<file path="config.mk">
export PLATFORM = sky130hd
export DESIGN_NAME = laser_link
export DESIGN_NICKNAME = d
export VERILOG_FILES = /design/src/hw/laser_pkg.sv /design/src/hw/link_pkg.sv /design/src/hw/bit_timer.sv /design/src/hw/laser_serializer.sv /design/src/hw/laser_deserializer.sv /design/src/hw/rx_byte_queue.sv /design/src/hw/link_controller.sv /design/src/hw/laser_link.sv
export VERILOG_INCLUDE_DIRS = /design/src /design/src/hw
export SDC_FILE = /design/constraint.sdc
export NUM_CORES = 1
export LEC_CHECK = 0
export ABC_AREA = 0
export BUFFER_PORTS_ARGS = -buffer_cell sky130_fd_sc_hd__buf_2
export CORE_UTILIZATION = 45
export DETAILED_ROUTE_END_ITERATION = 16
export MAX_ROUTING_LAYER = met4
export PLACE_DENSITY = 0.7
export REMOVE_ABC_BUFFERS = 1
export SETUP_SLACK_MARGIN = 0.2
export SYNTH_ARGS = -nofsm -noshare
export SYNTH_HDL_FRONTEND = slang
export SYNTH_HIERARCHICAL = 1
export SYNTH_SLANG_ARGS = --single-unit
</file>
<file path="constraint.sdc">
create_clock -name clock -period 2.2 [get_ports clock]
set_clock_uncertainty 0.05 [all_clocks]
set_input_delay 0.11 -clock clock [delete_from_list [all_inputs] [get_ports clock]]
set_output_delay 0.11 -clock clock [all_outputs]
set_load 0.1 [all_outputs]
</file>
<file path="src/hw/laser_consts.svh">
`ifndef LASER_CONSTS_SVH
`define LASER_CONSTS_SVH

// Clock cycles spent on each laser bit
`define BIT_CYCLES 8

// Start bit, eight data bits, stop bit
`define FRAME_BITS 10

// Phases inside a bit where the receiver samples for the vote
`define VOTE_FIRST 3
`define VOTE_LAST 5

// Bytes held by the receive queue, a power of two
`define QUEUE_DEPTH 16

`endif

</file>
<file path="src/hw/laser_pkg.sv">
`default_nettype none
`include "laser_consts.svh"

package laser_pkg;

    // Cycle position inside one laser bit
    typedef logic [$clog2(`BIT_CYCLES)-1:0] bit_phase_t;

    // Bit position inside one frame
    typedef logic [$clog2(`FRAME_BITS)-1:0] bit_index_t;

    // Shift image of a received frame, start bit at index 0
    typedef logic [`FRAME_BITS-1:0] frame_t;

endpackage

`default_nettype wire

</file>
<file path="src/hw/link_pkg.sv">
`default_nettype none
`include "laser_consts.svh"

package link_pkg;

    typedef logic [7:0] byte_t;

    // Controller states, FTDI reads first, then send, or a queue write
    typedef enum logic [2:0] {
        IDLE,
        READ_FIRST,
        WAIT_SECOND,
        READ_SECOND,
        SEND,
        WRITE_SETUP,
        WRITE
    } link_state_t;

    // Fill level, one bit wider than the queue address
    typedef logic [$clog2(`QUEUE_DEPTH):0] queue_count_t;

endpackage

`default_nettype wire

</file>
<file path="src/hw/bit_timer.sv">
`timescale 1ns/1ps
`default_nettype none
`include "laser_consts.svh"

module bit_timer (
    input  logic                  clock,
    input  logic                  reset,
    input  logic                  run,
    output laser_pkg::bit_phase_t phase,
    output laser_pkg::bit_index_t bit_index,
    output logic                  bit_end,
    output logic                  frame_end
);
    import laser_pkg::*;

    localparam bit_phase_t LAST_PHASE = bit_phase_t'(`BIT_CYCLES - 1);
    localparam bit_index_t LAST_BIT = bit_index_t'(`FRAME_BITS - 1);

    assign bit_end = run && (phase == LAST_PHASE);
    assign frame_end = bit_end && (bit_index == LAST_BIT);

    always_ff @(posedge clock or posedge reset) begin
        if (reset) begin
            phase <= '0;
            bit_index <= '0;
        end else if (!run) begin
            // Idle timer sits at the start of bit 0
            phase <= '0;
            bit_index <= '0;
        end else if (bit_end) begin
            phase <= '0;
            bit_index <= frame_end ? '0 : bit_index + 1'b1;
        end else begin
            phase <= phase + 1'b1;
        end
    end

endmodule

`default_nettype wire

</file>
<file path="src/hw/laser_serializer.sv">
`timescale 1ns/1ps
`default_nettype none

module laser_serializer (
    input  logic            clock,
    input  logic            reset,
    input  logic            send_start,
    input  link_pkg::byte_t send_byte1,
    input  link_pkg::byte_t send_byte2,
    output logic            laser1_tx,
    output logic            laser2_tx,
    output logic            send_done
);
    import link_pkg::*;
    import laser_pkg::*;

    logic       busy;
    byte_t      byte1_q;
    byte_t      byte2_q;
    frame_t     frame1;
    frame_t     frame2;
    bit_index_t bit_index;
    logic       frame_end;

    bit_timer u_timer (
        .clock     (clock),
        .reset     (reset),
        .run       (busy),
        .phase     (),
        .bit_index (bit_index),
        .bit_end   (),
        .frame_end (frame_end)
    );

    // Low stop bit on top, high start bit at the bottom so index 0 goes out first
    assign frame1 = {1'b0, byte1_q, 1'b1};
    assign frame2 = {1'b0, byte2_q, 1'b1};

    // Both lanes step through the same bit index
    assign laser1_tx = busy && frame1[bit_index];
    assign laser2_tx = busy && frame2[bit_index];

    assign send_done = frame_end;

    always_ff @(posedge clock or posedge reset) begin
        if (reset) begin
            busy <= 1'b0;
        end else if (send_start) begin
            busy <= 1'b1;
        end else if (frame_end) begin
            busy <= 1'b0;
        end
    end

    always_ff @(posedge clock) begin
        if (send_start) begin
            byte1_q <= send_byte1;
            byte2_q <= send_byte2;
        end
    end

    // Controller must wait for send_done before the next pair
    start_while_busy: assert property (
        @(posedge clock) disable iff (reset) send_start |-> !busy
    ) else $error("send_start during an active frame");

endmodule

`default_nettype wire

</file>
<file path="src/hw/laser_deserializer.sv">
`timescale 1ns/1ps
`default_nettype none
`include "laser_consts.svh"

module laser_deserializer (
    input  logic            clock,
    input  logic            reset,
    input  logic            laser1_rx,
    input  logic            laser2_rx,
    output logic            rx_valid,
    output link_pkg::byte_t rx_byte1,
    output link_pkg::byte_t rx_byte2
);
    import laser_pkg::*;

    localparam bit_phase_t VOTE_LO = bit_phase_t'(`VOTE_FIRST);
    localparam bit_phase_t VOTE_HI = bit_phase_t'(`VOTE_LAST);

    logic [1:0] sync1;
    logic [1:0] sync2;
    logic       prev1;
    logic       prev2;
    logic       start_edge;
    logic       busy;
    logic       in_vote;
    logic [1:0] votes1;
    logic [1:0] votes2;
    frame_t     frame1;
    frame_t     frame2;
    frame_t     next1;
    frame_t     next2;
    logic       frame_ok;
    bit_phase_t phase;
    logic       bit_end;
    logic       frame_end;

    bit_timer u_timer (
        .clock     (clock),
        .reset     (reset),
        .run       (busy),
        .phase     (phase),
        .bit_index (),
        .bit_end   (bit_end),
        .frame_end (frame_end)
    );

    // Two flops per lane, then one more to find the rising edge
    always_ff @(posedge clock or posedge reset) begin
        if (reset) begin
            sync1 <= '0;
            sync2 <= '0;
            prev1 <= 1'b0;
            prev2 <= 1'b0;
        end else begin
            sync1 <= {sync1[0], laser1_rx};
            sync2 <= {sync2[0], laser2_rx};
            prev1 <= sync1[1];
            prev2 <= sync2[1];
        end
    end

    assign start_edge = (sync1[1] && !prev1) || (sync2[1] && !prev2);
    assign in_vote = busy && (phase >= VOTE_LO) && (phase <= VOTE_HI);

    // Majority of three is simply the top bit of the count
    assign next1 = {votes1[1], frame1[`FRAME_BITS-1:1]};
    assign next2 = {votes2[1], frame2[`FRAME_BITS-1:1]};

    assign frame_ok = next1[0] && !next1[`FRAME_BITS-1] && next2[0] && !next2[`FRAME_BITS-1];

    always_ff @(posedge clock or posedge reset) begin
        if (reset) begin
            busy <= 1'b0;
            votes1 <= '0;
            votes2 <= '0;
            rx_valid <= 1'b0;
        end else begin
            if (!busy) begin
                busy <= start_edge;
            end else if (frame_end) begin
                busy <= 1'b0;
            end
            if (!busy || bit_end) begin
                votes1 <= '0;
                votes2 <= '0;
            end else if (in_vote) begin
                votes1 <= votes1 + {1'b0, sync1[1]};
                votes2 <= votes2 + {1'b0, sync2[1]};
            end
            // Bad start or stop on either lane drops the whole pair
            rx_valid <= frame_end && frame_ok;
        end
    end

    always_ff @(posedge clock) begin
        if (bit_end) begin
            frame1 <= next1;
            frame2 <= next2;
        end
    end

    assign rx_byte1 = frame1[`FRAME_BITS-2:1];
    assign rx_byte2 = frame2[`FRAME_BITS-2:1];

endmodule

`default_nettype wire

</file>
<file path="src/hw/rx_byte_queue.sv">
`timescale 1ns/1ps
`default_nettype none
`include "laser_consts.svh"

module rx_byte_queue (
    input  logic                   clock,
    input  logic                   reset,
    input  logic                   push,
    input  link_pkg::byte_t        push_byte1,
    input  link_pkg::byte_t        push_byte2,
    input  logic                   pop,
    output link_pkg::byte_t        head,
    output logic                   empty,
    output link_pkg::queue_count_t count
);
    import link_pkg::*;

    localparam int ADDR_W = $clog2(`QUEUE_DEPTH);
    localparam queue_count_t PAIR_LIMIT = queue_count_t'(`QUEUE_DEPTH - 2);

    byte_t             mem [`QUEUE_DEPTH];
    logic [ADDR_W-1:0] wr_ptr;
    logic [ADDR_W-1:0] wr_ptr_next;
    logic [ADDR_W-1:0] rd_ptr;

    // Pointers wrap on their own since the depth is a power of two
    assign wr_ptr_next = wr_ptr + 1'b1;

    always_ff @(posedge clock) begin
        if (push) begin
            mem[wr_ptr] <= push_byte1;
            mem[wr_ptr_next] <= push_byte2;
        end
    end

    always_ff @(posedge clock or posedge reset) begin
        if (reset) begin
            wr_ptr <= '0;
            rd_ptr <= '0;
            count <= '0;
        end else begin
            if (push) begin
                wr_ptr <= wr_ptr + 2'd2;
            end
            if (pop) begin
                rd_ptr <= rd_ptr + 1'b1;
            end
            count <= count + (push ? queue_count_t'(2) : '0) - (pop ? queue_count_t'(1) : '0);
        end
    end

    assign head = mem[rd_ptr];
    assign empty = (count == '0);

    // Upstream has no back-pressure, so the controller must keep room for a pair
    no_overflow: assert property (
        @(posedge clock) disable iff (reset) push |-> count <= PAIR_LIMIT
    ) else $error("queue push with fewer than two free slots");

    no_underflow: assert property (
        @(posedge clock) disable iff (reset) pop |-> !empty
    ) else $error("queue pop while empty");

endmodule

`default_nettype wire

</file>
<file path="src/hw/link_controller.sv">
`timescale 1ns/1ps
`default_nettype none

module link_controller (
    input  logic            clock,
    input  logic            reset,
    input  logic            rxf,
    input  logic            txe,
    input  link_pkg::byte_t adbus_in,
    input  logic            send_done,
    input  link_pkg::byte_t queue_head,
    input  logic            queue_empty,
    output logic            ftdi_rd,
    output logic            ftdi_wr,
    output link_pkg::byte_t adbus_out,
    output logic            adbus_oe,
    output logic            send_start,
    output link_pkg::byte_t send_byte1,
    output link_pkg::byte_t send_byte2,
    output logic            queue_pop
);
    import link_pkg::*;

    link_state_t state;
    link_state_t state_next;

    always_comb begin
        state_next = state;
        case (state)
            IDLE: begin
                // Draining wins over a new read
                if (!queue_empty && !txe) begin
                    state_next = WRITE_SETUP;
                end else if (!rxf) begin
                    state_next = READ_FIRST;
                end
            end
            READ_FIRST: state_next = WAIT_SECOND;
            WAIT_SECOND: begin
                if (!rxf) begin
                    state_next = READ_SECOND;
                end
            end
            READ_SECOND: state_next = SEND;
            SEND: begin
                if (send_done) begin
                    state_next = IDLE;
                end
            end
            // FTDI went full in the meantime, back off
            WRITE_SETUP: state_next = txe ? IDLE : WRITE;
            WRITE: state_next = IDLE;
            default: state_next = IDLE;
        endcase
    end

    always_ff @(posedge clock or posedge reset) begin
        if (reset) begin
            state <= IDLE;
            send_start <= 1'b0;
        end else begin
            state <= state_next;
            // High in the first SEND cycle only
            send_start <= (state == READ_SECOND);
        end
    end

    // Byte is on the bus at the end of the read strobe cycle
    always_ff @(posedge clock) begin
        if (state == READ_FIRST) begin
            send_byte1 <= adbus_in;
        end
        if (state == READ_SECOND) begin
            send_byte2 <= adbus_in;
        end
    end

    assign ftdi_rd = !((state == READ_FIRST) || (state == READ_SECOND));
    assign ftdi_wr = (state != WRITE);
    assign adbus_oe = (state == WRITE_SETUP) || (state == WRITE);
    assign queue_pop = (state == WRITE);

    // Head stays put until the pop at the end of WRITE
    assign adbus_out = adbus_oe ? queue_head : '0;

    rd_wr_exclusive: assert property (
        @(posedge clock) disable iff (reset) !(!ftdi_rd && !ftdi_wr)
    ) else $error("ftdi_rd and ftdi_wr low together");

    rd_needs_data: assert property (
        @(posedge clock) disable iff (reset) !ftdi_rd |-> !rxf
    ) else $error("ftdi_rd strobe while the FTDI FIFO is empty");

endmodule

`default_nettype wire

</file>
<file path="src/hw/laser_link.sv">
`timescale 1ns/1ps
`default_nettype none

module laser_link (
    input  logic            clock,
    input  logic            reset,
    input  logic            rxf,
    input  logic            txe,
    input  link_pkg::byte_t adbus_in,
    output logic            ftdi_rd,
    output logic            ftdi_wr,
    output link_pkg::byte_t adbus_out,
    output logic            adbus_oe,
    output logic            laser1_tx,
    output logic            laser2_tx,
    input  logic            laser1_rx,
    input  logic            laser2_rx
);
    import link_pkg::*;

    logic  send_start;
    byte_t send_byte1;
    byte_t send_byte2;
    logic  send_done;
    logic  rx_valid;
    byte_t rx_byte1;
    byte_t rx_byte2;
    logic  queue_pop;
    byte_t queue_head;
    logic  queue_empty;

    link_controller u_controller (
        .clock       (clock),
        .reset       (reset),
        .rxf         (rxf),
        .txe         (txe),
        .adbus_in    (adbus_in),
        .send_done   (send_done),
        .queue_head  (queue_head),
        .queue_empty (queue_empty),
        .ftdi_rd     (ftdi_rd),
        .ftdi_wr     (ftdi_wr),
        .adbus_out   (adbus_out),
        .adbus_oe    (adbus_oe),
        .send_start  (send_start),
        .send_byte1  (send_byte1),
        .send_byte2  (send_byte2),
        .queue_pop   (queue_pop)
    );

    laser_serializer u_serializer (
        .clock      (clock),
        .reset      (reset),
        .send_start (send_start),
        .send_byte1 (send_byte1),
        .send_byte2 (send_byte2),
        .laser1_tx  (laser1_tx),
        .laser2_tx  (laser2_tx),
        .send_done  (send_done)
    );

    laser_deserializer u_deserializer (
        .clock     (clock),
        .reset     (reset),
        .laser1_rx (laser1_rx),
        .laser2_rx (laser2_rx),
        .rx_valid  (rx_valid),
        .rx_byte1  (rx_byte1),
        .rx_byte2  (rx_byte2)
    );

    // Received pairs go straight into the queue, lane 1 first
    rx_byte_queue u_queue (
        .clock      (clock),
        .reset      (reset),
        .push       (rx_valid),
        .push_byte1 (rx_byte1),
        .push_byte2 (rx_byte2),
        .pop        (queue_pop),
        .head       (queue_head),
        .empty      (queue_empty),
        .count      ()
    );

endmodule

`default_nettype wire

</file>
==> flow_summary.json <==
{
  "syn_area_per_cell_um2": 18.0,
  "max_freq_mhz": 391,
  "numPortBuffers": 26,
  "die_area_um2": 20500,
  "drt_iter0_drc": 303,
  "start_util_pct": 46.0,
  "syn_to_final_growth_pct": 18.9,
  "clkPwrFrac_pct": 25.5,
  "synthTopCellsByCount": "edfxtp_1, dfrtp_1, inv_1, nand2_1, mux4_2",
  "ant_nets": 0,
  "crit_path_end_kind": "output port",
  "status": "finished with violations",
  "tightest_slew_ns": 0.638,
  "net-switching-power_w": 0.00440,
  "p_leak_nw": 3.91,
  "crit_path_top_delay_cell": "mux4_1",
  "cts_tree": "yes",
  "synthCells": 500,
  "rsz0062_at_grt": "true",
  "yosysTopAreaCellShare_pct": 59.5,
  "vdd.ir_drop.worst_uv": 635,
  "worst-setup-path-type": "register to output port",
  "seqPwrFrac_pct": 40.0,
  "synth_most_common_cell": "edfxtp_1",
  "netlist.top_cell.by_area": "edfxtp_1",
  "nNetsFinal": 603,
  "finalWorstSetupSlack_ns": -0.356,
  "clock_path_buffers": 3,
  "syn_area_um2": 8990,
  "crit_path_start_kind": "register",
  "h-tree-depth": 1,
  "antenna_found_initial": 0,
  "crit_path_max_fanout": 10,
  "synth-main-ff-cell": "edfxtp_1",
  "yosysSeqAreaShare_pct": 71.4,
  "drcViolationCount": 0,
  "io_pins": 27,
  "rows": 51,
  "place_congestion": 0.758,
  "min_period_ns": 2.56,
  "clk_pin_slew_ns": 0.06,
  "diodes": 0,
  "relSlewSlack_pct": 57.5,
  "grt_util_all_layers_pct": 17.4,
  "die_x_um": 143,
  "slew_viol_final": 0,
  "critical_path_required_ns": 2.04,
  "wire_per_inst_um": 19.8,
  "cts_inserted_buffers": 23,
  "cts_root_buf": "clkbuf_16",
  "synth_edf_count": 178,
  "routed_via_density": 5.36,
  "cp_top_family": "multiplexers",
  "drv_cap": 0,
  "switching_share_pct": 32.1,
  "clk-insertion-delay-late_ns": 0.50,
  "yosys_warnings": 6,
  "failed_checks": "setup timing",
  "postLayoutCoreUtil_pct": 54.7,
  "power_density_nw_per_um2": 1280,
  "post-place-ws_ns": 0.109,
  "dp_hpwl_um": 10100,
  "ys_async_sr_fraction_pct": 19.5,
  "crit_top_cell": "buf_12",
  "timing.final.crit_share_pct": 116,
  "grt_pass1_vias": 4746,
  "vias": 4560,
  "grt_pass1_wl_um": 25800,
  "hold_violations": 0,
  "cts.sinks": 221,
  "gr-total-overflow": 0,
  "fp.coreArea_um2": 19500,
  "slowest_delay_ns": 0.59,
  "path_buf_inv": 2,
  "critical_path_arrival_ns": 2.40,
  "hold_class": "input port to asynchronous set/reset pin",
  "drt-total-wl_um": 16800,
  "grt_max_degree": 26,
  "setup_viol": 8,
  "intPower_w": 0.00930,
  "die_h_um": 143,
  "p_comb_share_pct": 34.5,
  "ys_ff_latch": 221,
  "crit_chain": "buf_12 > mux4_1 > a22oi_2 > nand2_1 > and3b_1 > buf_12",
  "drive_gt1_share_pct": 27.8,
  "synth_area_leaders": "edfxtp_1, dfrtp_1, mux4_2",
  "n_fill_cell": 1490,
  "first_pass_iters": 5,
  "ys_types": 56
}
## final timing paths
check	startpoint	endpoint	slack, ns	cells after the start
min reg2reg	u_deserializer/sync2[0]	u_deserializer/sync2[1]	0.30	0
min	reset	u_serializer/busy	0.009	3
min in group clock	laser2_rx	u_deserializer/sync2[0]	0.20	2
max	u_queue/rd_ptr[0]	adbus_out[2]	-0.36	6
max in group asynchronous	reset	u_queue/rd_ptr[0]	1.55	3
max reg2reg	u_deserializer/u_timer/phase[0]	u_deserializer/votes1[0]	0.38	6
## state kept, by name, indices dropped and copies added (netlist names), 4 cells and up
register / count
u_queue/mem: 128
u_deserializer/frame1: 9
u_deserializer/frame2: 9
u_controller/send_byte1: 8
u_controller/send_byte2: 8
u_serializer/byte1_q: 8
u_serializer/byte2_q: 8
u_queue/count: 5
u_deserializer/u_timer/bit_index: 4
u_queue/rd_ptr: 4
u_serializer/u_timer/bit_index: 4
## power by group through the flow
stage	clock network (W)	registers [W]	logic, W
2_1_floorplan	0	0.00565	0.00258
3_3_place_gp	0	0.00550	0.00370
3_5_place_dp	0	0.00556	0.00383
4_1_cts	0.00359	0.00548	0.00436
5_1_grt	0.00376	0.00553	0.00504
6_report	0.00350	0.00548	0.00472
## cell type report
type / count / area [um2] / area share, %
inverters: 26 / 97.6 / 0.913
clock inverters: 11 / 77.6 / 0.726
flip-flops and latches: 221 / 6430 / 60.2
clock buffers: 30 / 602 / 5.63
multi-input cells: 218 / 2340 / 21.9
well taps: 265 / 332 / 3.10
repair buffers: 80 / 812 / 7.60
## cells by family (layout without fill, tap and decap cells)
kind of cell	count (synthesis)	count (layout)	share of synthesized area (%)
DFF	221	221	71.4
and+or+nand+nor	101	101	7.02
buffers and inverters	61	147	4.27
muxes	45	45	10.0
AOI/OAI and AO/OA	44	44	3.45
adders and majority gates	19	19	2.73
xor gates and xnor gates	9	9	1.09
## worst reg2reg max path: stages (launching register included)
cell and delay [ns]:
dfrtp_1 0.40, ha_1 0.21, ha_1 0.29, and2_1 0.24, nor2b_2 0.27, nand2_1 0.10, mux2i_1 0.16
## repair_timing
action,4_1_cts,5_1_grt
setup endpoints to repair,11,15
gates resized for setup,37,42
pin swaps,2,7
endpoints found under the hold margin,64,0
cloned,2,1
hold buffers,13,0
buffers inserted,9,3
## cells in the final DEF, fill, tap and decap left out, types with 11 or more instances in the layout
cell,synthesis,routed
a22oi_2,0,11
buf_2,4,15
buf_4,18,32
clkbuf_16,0,24
dfrtp_1,43,38
dlygate4sd3_1,0,13
edfxtp_1,178,178
ha_1,18,18
inv_1,26,26
mux4_2,20,22
nand2_1,26,26
nor2_1,11,11
## metal layers
metal	wire length, um	track usage (%)	vias up
li1	-	-	2048
met1	6940	21.3	2366
met2	8770	30.1	120
met3	751	2.83	26
met4	345	4.20	0
met5	0	-	-
## stage by stage
stage          instances  hold slack, ns  power (W)  TNS [ns]  instance area [um2]
2_1_floorplan        465          -0.211    0.00823     -7.82                 8700
3_3_place_gp         782         -0.0265    0.00920         0                 9410
3_5_place_dp         782         -0.0271    0.00938         0                 9410
4_1_cts              847        0.000674     0.0134     -2.54                10400
5_1_grt              851          0.0263     0.0143     -3.10                10700
6_report             851         0.00934     0.0137     -2.47                10700
(Power assumes the default switching activity.)
